`config.mk`:
```
export PLATFORM = sky130hd
export DESIGN_NAME = fp_norm_round_top
export DESIGN_NICKNAME = d
export VERILOG_FILES = /design/src/common/fp_nr_pkg.sv /design/src/norm_round/fp_normalize_stage.sv /design/src/norm_round/fp_shift_extract.sv /design/src/norm_round/fp_round_output.sv /design/src/design/wb_arbiter.sv /design/src/design/fp_norm_round_top.sv
export SDC_FILE = /design/constraint.sdc
export NUM_CORES = 1
export LEC_CHECK = 0
export ABC_AREA = 1
export BUFFER_PORTS_ARGS = -buffer_cell sky130_fd_sc_hd__clkbuf_2
export CORE_MARGIN = 2
export CORE_UTILIZATION = 40
export CTS_CLUSTER_SIZE = 14
export DETAILED_ROUTE_END_ITERATION = 12
export PLACE_DENSITY_LB_ADDON = 0.1
export SYNTH_ARGS = -nofsm -noshare
export SYNTH_HDL_FRONTEND = slang
export SYNTH_SLANG_ARGS = --single-unit
```
`constraint.sdc`:
```
create_clock -name clk -period 6.4 [get_ports clk]
set_input_delay 0.64 -clock clk [delete_from_list [all_inputs] [get_ports clk]]
set_output_delay 0.64 -clock clk [all_outputs]
set_load 0.01 [all_outputs]
```
`src/common/fp_nr_pkg.sv`:
```
// Shared types for the single-precision normalize-and-round back end
// Mantissa layout is {carry, safe, hidden, frac, grs} with guard at the top of grs
// Rounding mode codes follow RISC-V, codes 5 to 7 are treated as RNE
// Request exponents are biased and unsigned, range checks happen after normalization

package fp_nr_pkg;

    localparam int EXPO_WIDTH = 8;
    localparam int FRAC_WIDTH = 23;
    localparam int GRS_WIDTH = 3;
    localparam int SHIFT_WIDTH = 3 + FRAC_WIDTH + GRS_WIDTH;
    localparam int EXPO_MAX = (1 << EXPO_WIDTH) - 1;
    localparam int NUM_WB_UNITS_DEFAULT = 4;

    typedef logic [2:0] rm_t;
    localparam rm_t RM_RNE = 3'd0;
    localparam rm_t RM_RTZ = 3'd1;
    localparam rm_t RM_RDN = 3'd2;
    localparam rm_t RM_RUP = 3'd3;
    localparam rm_t RM_RMM = 3'd4;

    typedef struct packed {
        logic nv;
        logic dz;
        logic of;
        logic uf;
        logic nx;
    } fflags_t;

    typedef logic [3:0] id_t;
    typedef logic signed [EXPO_WIDTH+1:0] expo_d_t;
    typedef logic [4:0] shift_amt_t;

    typedef struct packed {
        logic sign;
        logic [EXPO_WIDTH-1:0] expo;
        logic [FRAC_WIDTH-1:0] frac;
    } fp_t;

    // One unrounded result offered by an arithmetic unit
    typedef struct packed {
        id_t id;
        logic sign;
        logic [EXPO_WIDTH-1:0] expo;
        logic carry;
        logic safe;
        logic hidden;
        logic [FRAC_WIDTH-1:0] frac;
        logic [GRS_WIDTH-1:0] grs;
        fflags_t fflags;
        rm_t rm;
        logic right_shift;
        shift_amt_t right_shift_amt;
        shift_amt_t clz;
    } wb_req_t;

    typedef struct packed {
        id_t id;
        fp_t rd;
        fflags_t fflags;
    } wb_result_t;

    typedef struct packed {
        logic valid;
        wb_req_t req;
    } norm_packet_t;

    typedef struct packed {
        logic valid;
        id_t id;
        logic sign;
        rm_t rm;
        fflags_t fflags;
        expo_d_t expo_norm;
        logic expo_overflow;
        logic right_shift;
        shift_amt_t shift_amt;
        logic [SHIFT_WIDTH-1:0] shifter_in;
    } shift_packet_t;

    typedef struct packed {
        logic valid;
        id_t id;
        logic sign;
        rm_t rm;
        fflags_t fflags;
        logic [EXPO_WIDTH-1:0] expo;
        logic [FRAC_WIDTH-1:0] frac;
        logic expo_overflow;
        logic hidden;
        logic round_lsb;
        logic [2:0] round_grs;
    } round_packet_t;

    typedef struct packed {
        logic roundup;
        fp_t overflow_result;
    } roundup_t;

    //////////////////////////////////////////////////////////////////////
    // Shared functions

    function automatic logic [SHIFT_WIDTH-1:0] fp_reverse(input logic [SHIFT_WIDTH-1:0] in);
        logic [SHIFT_WIDTH-1:0] out;
        for (int i = 0; i < SHIFT_WIDTH; i++) begin
            out[i] = in[SHIFT_WIDTH-1-i];
        end
        return out;
    endfunction

    // grs is {guard, round, sticky} below the kept lsb
    function automatic roundup_t fp_roundup(input logic sign, input rm_t rm,
                                            input logic [2:0] grs, input logic lsb);
        roundup_t rv;
        logic to_max;
        rv.roundup = 1'b0;
        to_max = 1'b0;
        case (rm)
            RM_RTZ: to_max = 1'b1;
            RM_RDN: begin
                rv.roundup = sign & (|grs);
                to_max = ~sign;
            end
            RM_RUP: begin
                rv.roundup = ~sign & (|grs);
                to_max = sign;
            end
            RM_RMM: rv.roundup = grs[2];
            default: rv.roundup = grs[2] & (grs[1] | grs[0] | lsb);
        endcase
        // Infinity, or the largest finite magnitude when rounding toward zero
        rv.overflow_result.sign = sign;
        rv.overflow_result.expo = to_max ? EXPO_WIDTH'(EXPO_MAX - 1) : EXPO_WIDTH'(EXPO_MAX);
        rv.overflow_result.frac = to_max ? '1 : '0;
        return rv;
    endfunction

endpackage

```
`src/norm_round/fp_normalize_stage.sv`:
```
// Works out shift direction, amount and the normalized exponent
// Left shifts stop at the subnormal boundary, exponent then reads 0
// The request exponent is assumed nonzero whenever a left shift is asked for
// Left shifts are bit-reversed so a single right shifter covers both ways
`timescale 1ns/100ps

module fp_normalize_stage (
    input  logic                        clk,
    input  logic                        rst,
    input  fp_nr_pkg::norm_packet_t     norm_pkt,
    input  logic                        advance_next,
    output logic                        advance,
    output fp_nr_pkg::shift_packet_t    shift_pkt
);
    import fp_nr_pkg::*;

    expo_d_t expo_ext;
    expo_d_t clz_ext;
    expo_d_t rshift_ext;
    logic left_clamp;
    shift_amt_t shift_amt;
    expo_d_t expo_norm;
    logic expo_overflow;
    logic [SHIFT_WIDTH-1:0] in_right;

    assign expo_ext = expo_d_t'(norm_pkt.req.expo);
    assign clz_ext = expo_d_t'(norm_pkt.req.clz);
    assign rshift_ext = expo_d_t'(norm_pkt.req.right_shift_amt);

    // Full clz would push the exponent below 1
    assign left_clamp = expo_ext <= clz_ext;

    always_comb begin
        if (norm_pkt.req.right_shift) begin
            shift_amt = norm_pkt.req.right_shift_amt;
            expo_norm = expo_ext + rshift_ext;
        end else if (!left_clamp) begin
            shift_amt = norm_pkt.req.clz;
            expo_norm = expo_ext - clz_ext;
        end else begin
            // Only shift down to the scale of exponent 1
            shift_amt = (expo_ext == '0) ? '0 : shift_amt_t'(expo_ext - expo_d_t'(1));
            expo_norm = '0;
        end
    end

    assign expo_overflow = expo_norm >= expo_d_t'(EXPO_MAX);

    assign in_right = {norm_pkt.req.carry, norm_pkt.req.safe, norm_pkt.req.hidden,
                       norm_pkt.req.frac, norm_pkt.req.grs};

    //////////////////////////////////////////////////////////////////////
    // Second stage register

    assign advance = advance_next | ~shift_pkt.valid;

    always_ff @(posedge clk) begin
        if (rst) begin
            shift_pkt.valid <= 1'b0;
        end else if (advance) begin
            shift_pkt.valid <= norm_pkt.valid;
        end

        if (advance) begin
            shift_pkt.id <= norm_pkt.req.id;
            shift_pkt.sign <= norm_pkt.req.sign;
            shift_pkt.rm <= norm_pkt.req.rm;
            shift_pkt.fflags <= norm_pkt.req.fflags;
            shift_pkt.expo_norm <= expo_norm;
            shift_pkt.expo_overflow <= expo_overflow;
            shift_pkt.right_shift <= norm_pkt.req.right_shift;
            shift_pkt.shift_amt <= shift_amt;
            shift_pkt.shifter_in <= norm_pkt.req.right_shift ? in_right : fp_reverse(in_right);
        end
    end

endmodule

```
`src/norm_round/fp_shift_extract.sv`:
```
// Shifts the mantissa and pulls out the bits that rounding needs
// Bits shifted out on a right shift fold into the sticky position
// Carry and safe positions are expected to be clear after normalization
`timescale 1ns/100ps

module fp_shift_extract (
    input  logic                        clk,
    input  logic                        rst,
    input  fp_nr_pkg::shift_packet_t    shift_pkt,
    input  logic                        advance_next,
    output logic                        advance,
    output fp_nr_pkg::round_packet_t    round_pkt
);
    import fp_nr_pkg::*;

    logic [SHIFT_WIDTH-1:0] shift_mid;
    logic [SHIFT_WIDTH-1:0] shift_final;
    logic [SHIFT_WIDTH-1:0] lost_mask;
    logic shifted_out;
    logic [GRS_WIDTH-1:0] grs_norm;
    logic [FRAC_WIDTH-1:0] frac_norm;
    logic hidden_norm;
    logic [2:0] round_grs;
    fflags_t fflags_next;

    //////////////////////////////////////////////////////////////////////
    // Shifter

    assign shift_mid = shift_pkt.shifter_in >> shift_pkt.shift_amt;
    // Undo the input reversal for left shifts
    assign shift_final = shift_pkt.right_shift ? shift_mid : fp_reverse(shift_mid);

    // Low bits that drop off the bottom
    assign lost_mask = ~({SHIFT_WIDTH{1'b1}} << shift_pkt.shift_amt);
    assign shifted_out = shift_pkt.right_shift & (|(shift_pkt.shifter_in & lost_mask));

    //////////////////////////////////////////////////////////////////////
    // Round bit extraction

    assign grs_norm = shift_final[GRS_WIDTH-1:0];
    assign frac_norm = shift_final[GRS_WIDTH+FRAC_WIDTH-1:GRS_WIDTH];
    assign hidden_norm = shift_final[GRS_WIDTH+FRAC_WIDTH];

    assign round_grs[2:1] = grs_norm[GRS_WIDTH-1 -: 2];
    assign round_grs[0] = (|grs_norm[GRS_WIDTH-3:0]) | shifted_out;

    always_comb begin
        fflags_next = shift_pkt.fflags;
        fflags_next.nx = shift_pkt.fflags.nx | (|round_grs);
    end

    //////////////////////////////////////////////////////////////////////
    // Third stage register

    assign advance = advance_next | ~round_pkt.valid;

    always_ff @(posedge clk) begin
        if (rst) begin
            round_pkt.valid <= 1'b0;
        end else if (advance) begin
            round_pkt.valid <= shift_pkt.valid;
        end

        if (advance) begin
            round_pkt.id <= shift_pkt.id;
            round_pkt.sign <= shift_pkt.sign;
            round_pkt.rm <= shift_pkt.rm;
            round_pkt.fflags <= fflags_next;
            round_pkt.expo <= shift_pkt.expo_norm[EXPO_WIDTH-1:0];
            round_pkt.frac <= frac_norm;
            round_pkt.expo_overflow <= shift_pkt.expo_overflow;
            round_pkt.hidden <= hidden_norm;
            round_pkt.round_lsb <= frac_norm[0];
            round_pkt.round_grs <= round_grs;
        end
    end

endmodule

```
`src/norm_round/fp_round_output.sv`:
```
// Final rounding, overflow handling and flag generation
// Purely combinational from the third stage register
// Tininess is taken before rounding, uf needs nx and a clear hidden bit
// A carried-in nv masks the new of, nx and uf contributions
`timescale 1ns/100ps

module fp_round_output (
    input  fp_nr_pkg::round_packet_t    round_pkt,
    output fp_nr_pkg::wb_result_t       result,
    output logic                        result_done,
    input  logic                        result_ack,
    output logic                        advance
);
    import fp_nr_pkg::*;

    roundup_t rnd;
    logic frac_carry;
    logic [FRAC_WIDTH-1:0] frac_out;
    logic [EXPO_WIDTH-1:0] expo_out;
    logic overflow;
    logic new_flags_ok;

    //////////////////////////////////////////////////////////////////////
    // Rounding

    assign rnd = fp_roundup(round_pkt.sign, round_pkt.rm, round_pkt.round_grs,
                            round_pkt.round_lsb);

    assign {frac_carry, frac_out} = {1'b0, round_pkt.frac} + (FRAC_WIDTH+1)'(rnd.roundup);

    // A full fraction rolls into the exponent, also takes subnormals to normal
    assign expo_out = round_pkt.expo + EXPO_WIDTH'(frac_carry);

    // Overflow from normalization or from rounding out of the top exponent
    assign overflow = round_pkt.expo_overflow |
                      (frac_carry & (round_pkt.expo == EXPO_WIDTH'(EXPO_MAX - 1)));

    //////////////////////////////////////////////////////////////////////
    // Result and flags

    always_comb begin
        result.id = round_pkt.id;
        if (overflow) begin
            result.rd = rnd.overflow_result;
        end else begin
            result.rd.sign = round_pkt.sign;
            result.rd.expo = expo_out;
            result.rd.frac = frac_out;
        end
    end

    assign new_flags_ok = ~round_pkt.fflags.nv;

    always_comb begin
        result.fflags = round_pkt.fflags;
        result.fflags.of = round_pkt.fflags.of | (new_flags_ok & overflow);
        // Overflow is always inexact
        result.fflags.nx = round_pkt.fflags.nx | (new_flags_ok & overflow);
        result.fflags.uf = round_pkt.fflags.uf |
                           (new_flags_ok & round_pkt.fflags.nx & ~round_pkt.hidden);
    end

    assign result_done = round_pkt.valid;

    // Output slot frees up once the consumer takes the result
    assign advance = result_ack;

endmodule

```
`src/design/wb_arbiter.sv`:
```
// Fixed-priority writeback selection, index 0 wins
// ack is combinational and only asserted for the selected unit
// The first pipeline register loads on the same edge as the ack
`timescale 1ns/100ps

module wb_arbiter #(
    parameter int NUM_WB_UNITS = fp_nr_pkg::NUM_WB_UNITS_DEFAULT
) (
    input  logic                                    clk,
    input  logic                                    rst,
    input  fp_nr_pkg::wb_req_t [NUM_WB_UNITS-1:0]   req,
    input  logic [NUM_WB_UNITS-1:0]                 done,
    output logic [NUM_WB_UNITS-1:0]                 ack,
    input  logic                                    advance_next,
    output fp_nr_pkg::norm_packet_t                 norm_pkt,
    output logic                                    advance
);
    import fp_nr_pkg::*;

    logic [NUM_WB_UNITS-1:0] grant;
    wb_req_t sel_req;

    //////////////////////////////////////////////////////////////////////
    // Selection

    // Isolate the lowest set done bit
    assign grant = done & (~done + NUM_WB_UNITS'(1));

    always_comb begin
        sel_req = '0;
        for (int i = 0; i < NUM_WB_UNITS; i++) begin
            if (grant[i]) begin
                sel_req = req[i];
            end
        end
    end

    assign advance = advance_next | ~norm_pkt.valid;
    assign ack = grant & {NUM_WB_UNITS{advance}};

    //////////////////////////////////////////////////////////////////////
    // First stage register

    always_ff @(posedge clk) begin
        if (rst) begin
            norm_pkt.valid <= 1'b0;
        end else if (advance) begin
            norm_pkt.valid <= |done;
        end

        if (advance) begin
            norm_pkt.req <= sel_req;
        end
    end

endmodule

```
`src/design/fp_norm_round_top.sv`:
```
// Normalize-and-round back end for single-precision results
// Lower unit index has priority, a unit holds done and req until it sees ack
// Three register stages, result holds until result_ack at a rising edge
`timescale 1ns/100ps

module fp_norm_round_top #(
    parameter int NUM_WB_UNITS = fp_nr_pkg::NUM_WB_UNITS_DEFAULT
) (
    input  logic                                    clk,
    input  logic                                    rst,
    input  fp_nr_pkg::wb_req_t [NUM_WB_UNITS-1:0]   req,
    input  logic [NUM_WB_UNITS-1:0]                 done,
    output logic [NUM_WB_UNITS-1:0]                 ack,
    output fp_nr_pkg::wb_result_t                   result,
    output logic                                    result_done,
    input  logic                                    result_ack
);
    import fp_nr_pkg::*;

    norm_packet_t norm_pkt;
    shift_packet_t shift_pkt;
    round_packet_t round_pkt;
    logic advance_shift;
    logic advance_round;
    logic advance_out;

    wb_arbiter #(.NUM_WB_UNITS(NUM_WB_UNITS)) u_arbiter (
        .clk          (clk),
        .rst          (rst),
        .req          (req),
        .done         (done),
        .ack          (ack),
        .advance_next (advance_shift),
        .norm_pkt     (norm_pkt),
        .advance      ()
    );

    fp_normalize_stage u_normalize (
        .clk          (clk),
        .rst          (rst),
        .norm_pkt     (norm_pkt),
        .advance_next (advance_round),
        .advance      (advance_shift),
        .shift_pkt    (shift_pkt)
    );

    fp_shift_extract u_shift_extract (
        .clk          (clk),
        .rst          (rst),
        .shift_pkt    (shift_pkt),
        .advance_next (advance_out),
        .advance      (advance_round),
        .round_pkt    (round_pkt)
    );

    fp_round_output u_round_output (
        .round_pkt    (round_pkt),
        .result       (result),
        .result_done  (result_done),
        .result_ack   (result_ack),
        .advance      (advance_out)
    );

endmodule

```
==> impl_metrics.sql <==
INSERT INTO impl_metrics (metric_group, metric, value, unit) VALUES
('outcome', 'result_of_the_run', 'finished clean', ''),
('clocking', 'max-clock-path-buffers', '2', ''),
('grt', 'antenna_found_initial', '0', ''),
('timing', 'finalSetupTns', '0', 'ps'),
('detailed_routing', 'drtPass1Iterations', '6', ''),
('min_path', 'worstHoldPathType', 'reg -> reg', ''),
('clocking', 'clock_latency', '430', 'ps'),
('worst_setup_path', 'cp_arrival', '3600', 'ps'),
('synthesis', 'synthesis.instances', '1445', ''),
('floorplanning', 'placementRows', '61', ''),
('floorplanning', 'core-area', '27630', 'µm²'),
('synthesis', 'postSynthNetCount', '1713', ''),
('detailed_routing', 'route.vias.total', '10580', ''),
('power_and_ir_drop', 'cellInternalPower', '2449', 'µW'),
('grt', 'grt_remaining_overflow', '0', ''),
('floorplanning', 'io_pins', '297', ''),
('synthesis', 'ys_seq_area_frac', '0.4536', ''),
('synthesis', 'yosys_warns', '0', ''),
('layout', 'fin_nets', '1957', ''),
('worst_setup_path', 'critical_path.startpoint_type', 'flop', ''),
('job', 'drv_cap', '0', ''),
('detailed_routing', 'post-route-drc-count', '0', ''),
('detailed_routing', 'routedWlPerCell', '15.59', 'µm'),
('worst_setup_path', 'maximum_net_fanout_on_the_critical_path', '3', ''),
('worst_setup_path', 'crit_required', '5760', 'ps'),
('grt', 'first_global_vias', '10050', ''),
('place', 'port_buffers', '296', ''),
('power_and_ir_drop', 'comb_power_share', '0.310', ''),
('detailed_routing', 'drt_first_iter_violations', '802', ''),
('layout', 'syn2layout_area_growth', '19.43', '%'),
('grt', 'grt_start_max_net_pins', '66', ''),
('worst_setup_path', 'timing.setup.critical_path_class', 'reg -> out', ''),
('floorplanning', 'die_y', '171.2', 'µm'),
('grt', 'grt.total_usage', '0.2230', ''),
('clocking', 'post_cts_resized', '0', ''),
('timing', 'timing_max_transition_violations_final', '0', ''),
('power_and_ir_drop', 'pwr_density_cell', '287.5', 'nW/µm²'),
('timing', 'final_period_minus_worst_setup_slack', '4238', 'ps'),
('worst_setup_path', 'worst_setup_path_end_kind', 'output port', ''),
('floorplanning', 'design.die.area', '29320', 'µm²'),
('synthesis', 'count_of_different_cell_masters_after_synthesis', '52', ''),
('clocking', 'clock_tree.root_cell', 'clkbuf_16', ''),
('clocking', 'tritoncts', 'done', ''),
('layout', 'layout-drive-gt1-share', '0.2280', ''),
('power_and_ir_drop', 'power.static_leakage', '0.006317', 'µW'),
('timing', 'max_slew.worst_pin.slew', '1047', 'ps'),
('clocking', 'cts_setup_buffers', '0', ''),
('place', 'routabilityCongestion', '0.8830', ''),
('clocking', 'clock_tree.htree_level_count', '4', ''),
('timing', 'fin_skew', '10.94', 'ps'),
('power_and_ir_drop', 'switching_share_of_power', '0.3625', ''),
('timing', 'rsz0062_at_grt', 'no', ''),
('timing', 'timing.slew.headroom', '0.3009', ''),
('synthesis', 'ys_seq_elements', '170', ''),
('place', 'dp.final_hpwl', '24890', 'µm'),
('synthesis', 'syn-cell-area', '11190', 'µm²'),
('clocking', 'tritoncts.num_buffers', '17', ''),
('floorplanning', 'chipWidth', '171.2', 'µm'),
('synthesis', 'synth.avg_cell_area', '7.742', 'µm²'),
('power_and_ir_drop', 'max-vdd-ir-drop', '0.1856', 'mV'),
('layout', 'finalCoreUtilization', '0.4836', ''),
('grt', 'grt_pass1_wl', '51390', 'µm'),
('timing', 'setup_viol', '0', ''),
('floorplanning', 'floorplan.initialDensity', '0.4049', ''),
('power_and_ir_drop', 'clock_power_share', '0.264', ''),
('timing', 'hold_violations', '0', ''),
('layout', 'num_antenna_cells', '0', ''),
('timing', 'fin_crit_sh', '0.6622', ''),
('clocking', 'cts_hold_repair.buffers', '0', ''),
('clocking', 'clock_sink_count', '170', ''),
('detailed_routing', 'drt-vias-per-instance', '5.087', ''),
('clocking', 'cts.reportedPaths.clkPinSlew', '70', 'ps'),
('timing', 'max_clock_freq', '236.0', 'MHz'),
('power_and_ir_drop', 'netsw', '1392', 'µW'),
('detailed_routing', 'ant_nets', '0', ''),
('detailed_routing', 'wl', '32430', 'µm'),
('power_and_ir_drop', 'seq_power_share', '0.427', '');
==> path summary, 6_finish.rpt <==
kind         slack (ps)                     startpoint  cells after the start                       endpoint
max                2160  u_shift_extract.round_pkt[43]                     17                     result[30]
min                 420      u_normalize.shift_pkt[38]                      0  u_shift_extract.round_pkt[31]
max reg2reg        3710      u_normalize.shift_pkt[32]                      9  u_shift_extract.round_pkt[37]
min reg2reg         420      u_normalize.shift_pkt[38]                      0  u_shift_extract.round_pkt[31]
==> layer usage <==
layer,vias up,wire [µm],GRT usage
li1,5388,-,-
met1,4791,13930,0.2856
met2,359,16230,0.3922
met3,43,1733,0.03405
met4,0,530,0.06116
met5,-,0,0
==> worst max-delay path: stages (launching register included) <==
cell      delay (ps)
edfxtp_1         370
inv_1             60
nor2_1           120
o21ai_0          100
a211o_1          220
o21ai_0           80
ha_1             230
nand3_2          120
nor3_4           180
nand3_2          120
nor3_1           200
nand4_1          110
nor3b_1          210
ha_1             270
ha_1             210
nor2_1            50
o21ai_0          300
clkbuf_2         210
==> kinds of logic after synthesis <==
family,count (synthesis),synth area share
fa+ha+maj,17,0.02036
simple gates,942,0.3729
compound gates,110,0.05749
buf+inv,179,0.07449
xor+xnor,27,0.02114
flops,170,0.4536
==> layout make-up <==
| type | count | area, µm² |
|---|---|---|
| timing repair buffer | 308 | 1572 |
| inverter | 96 | 365.4 |
| sequential | 170 | 5075 |
| clock inverter | 14 | 158.9 |
| tap | 378 | 473.0 |
| multi-input combinational | 1096 | 5288 |
| fill | 2813 | 14270 |
| clock buffer | 18 | 429.2 |
==> cell usage after synthesis, drive strengths merged <==
| cell type | number | share of area |
|---|---|---|
| o21ai | 69 | 0.034 |
| clkbuf | 42 | 0.014 |
| inv | 94 | 0.032 |
| o311ai | 2 | 0.0016 |
| nand2 | 566 | 0.19 |
| nand4 | 80 | 0.046 |
| fa | 2 | 0.0036 |
| edfxtp | 167 | 0.45 |
| clkinv | 2 | 0.00067 |
| buf | 41 | 0.028 |
| xnor2 | 10 | 0.0078 |
| o211ai | 3 | 0.0020 |
| nor3b | 1 | 0.00067 |
| a21oi | 19 | 0.0088 |
| nor2 | 69 | 0.027 |
| a211o | 1 | 0.00078 |
| nor3 | 12 | 0.0073 |
| o21bai | 2 | 0.0017 |
| ha | 15 | 0.017 |
| xor2 | 17 | 0.013 |
| or2 | 4 | 0.0022 |
| nand3 | 202 | 0.093 |
| a22oi | 2 | 0.0013 |
| and2 | 1 | 0.00056 |
| o31ai | 4 | 0.0027 |
| nand3b | 2 | 0.0017 |
| a21boi | 1 | 0.00067 |
| nor4 | 5 | 0.0034 |
| o21a | 1 | 0.00067 |
| dfxtp | 3 | 0.0054 |
| a31oi | 6 | 0.0034 |
==> sequential cells by signal (all words and copies together), names as in the netlist <==
name,cells
u_shift_extract.round_pkt,50
u_normalize.shift_pkt,58
u_arbiter.norm_pkt,62
==> metrics by stage <==
step | hold WS [ps] | cells | worst slack, ps | area, µm² | power [µW]
after global routing | 426.4 | 2080 | 1742 | 13360 | 4101
after detailed placement | 404.5 | 2048 | 2603 | 12770 | 2855
after CTS | 420.0 | 2080 | 2128 | 13360 | 3869
after global placement | 401.9 | 2048 | 2661 | 12770 | 2846
final | 417.9 | 2080 | 2162 | 13360 | 3841
after floorplan | 400.3 | 1445 | 989.6 | 11190 | 2439
==> placed cells by master (no fill, tap or decap), types with 3 or more instances in the layout <==
cell       count
nor2_4         4
buf_4         12
nand4_1       78
nor4_1         4
o21ai_1        6
ha_1          15
a21oi_1       18
nor2_1        61
nand3_2        5
clkbuf_16     17
or2_2          3
o21ai_2        9
dfxtp_1        3
clkinv_4       3
clkbuf_2     296
a31oi_1        6
xnor2_1       10
nor2_2         4
nand2_1      560
o21ai_0       54
nor3_1         9
xor2_1        17
inv_2          8
inv_1         86
nand2_2        4
nand3_1      197
o211ai_1       3
inv_6          5
o31ai_1        4
edfxtp_1     167
==> power groups by stage <==
stage               clock [µW]  combinational [µW]  sequential, µW
finish                    1010                1190            1640
global route              1080                1350            1660
CTS                       1030                1190            1640
detailed placement           0                1190            1670
global placement             0                1180            1660
floorplan                    0                 863            1580
(Power assumes the default switching activity.)
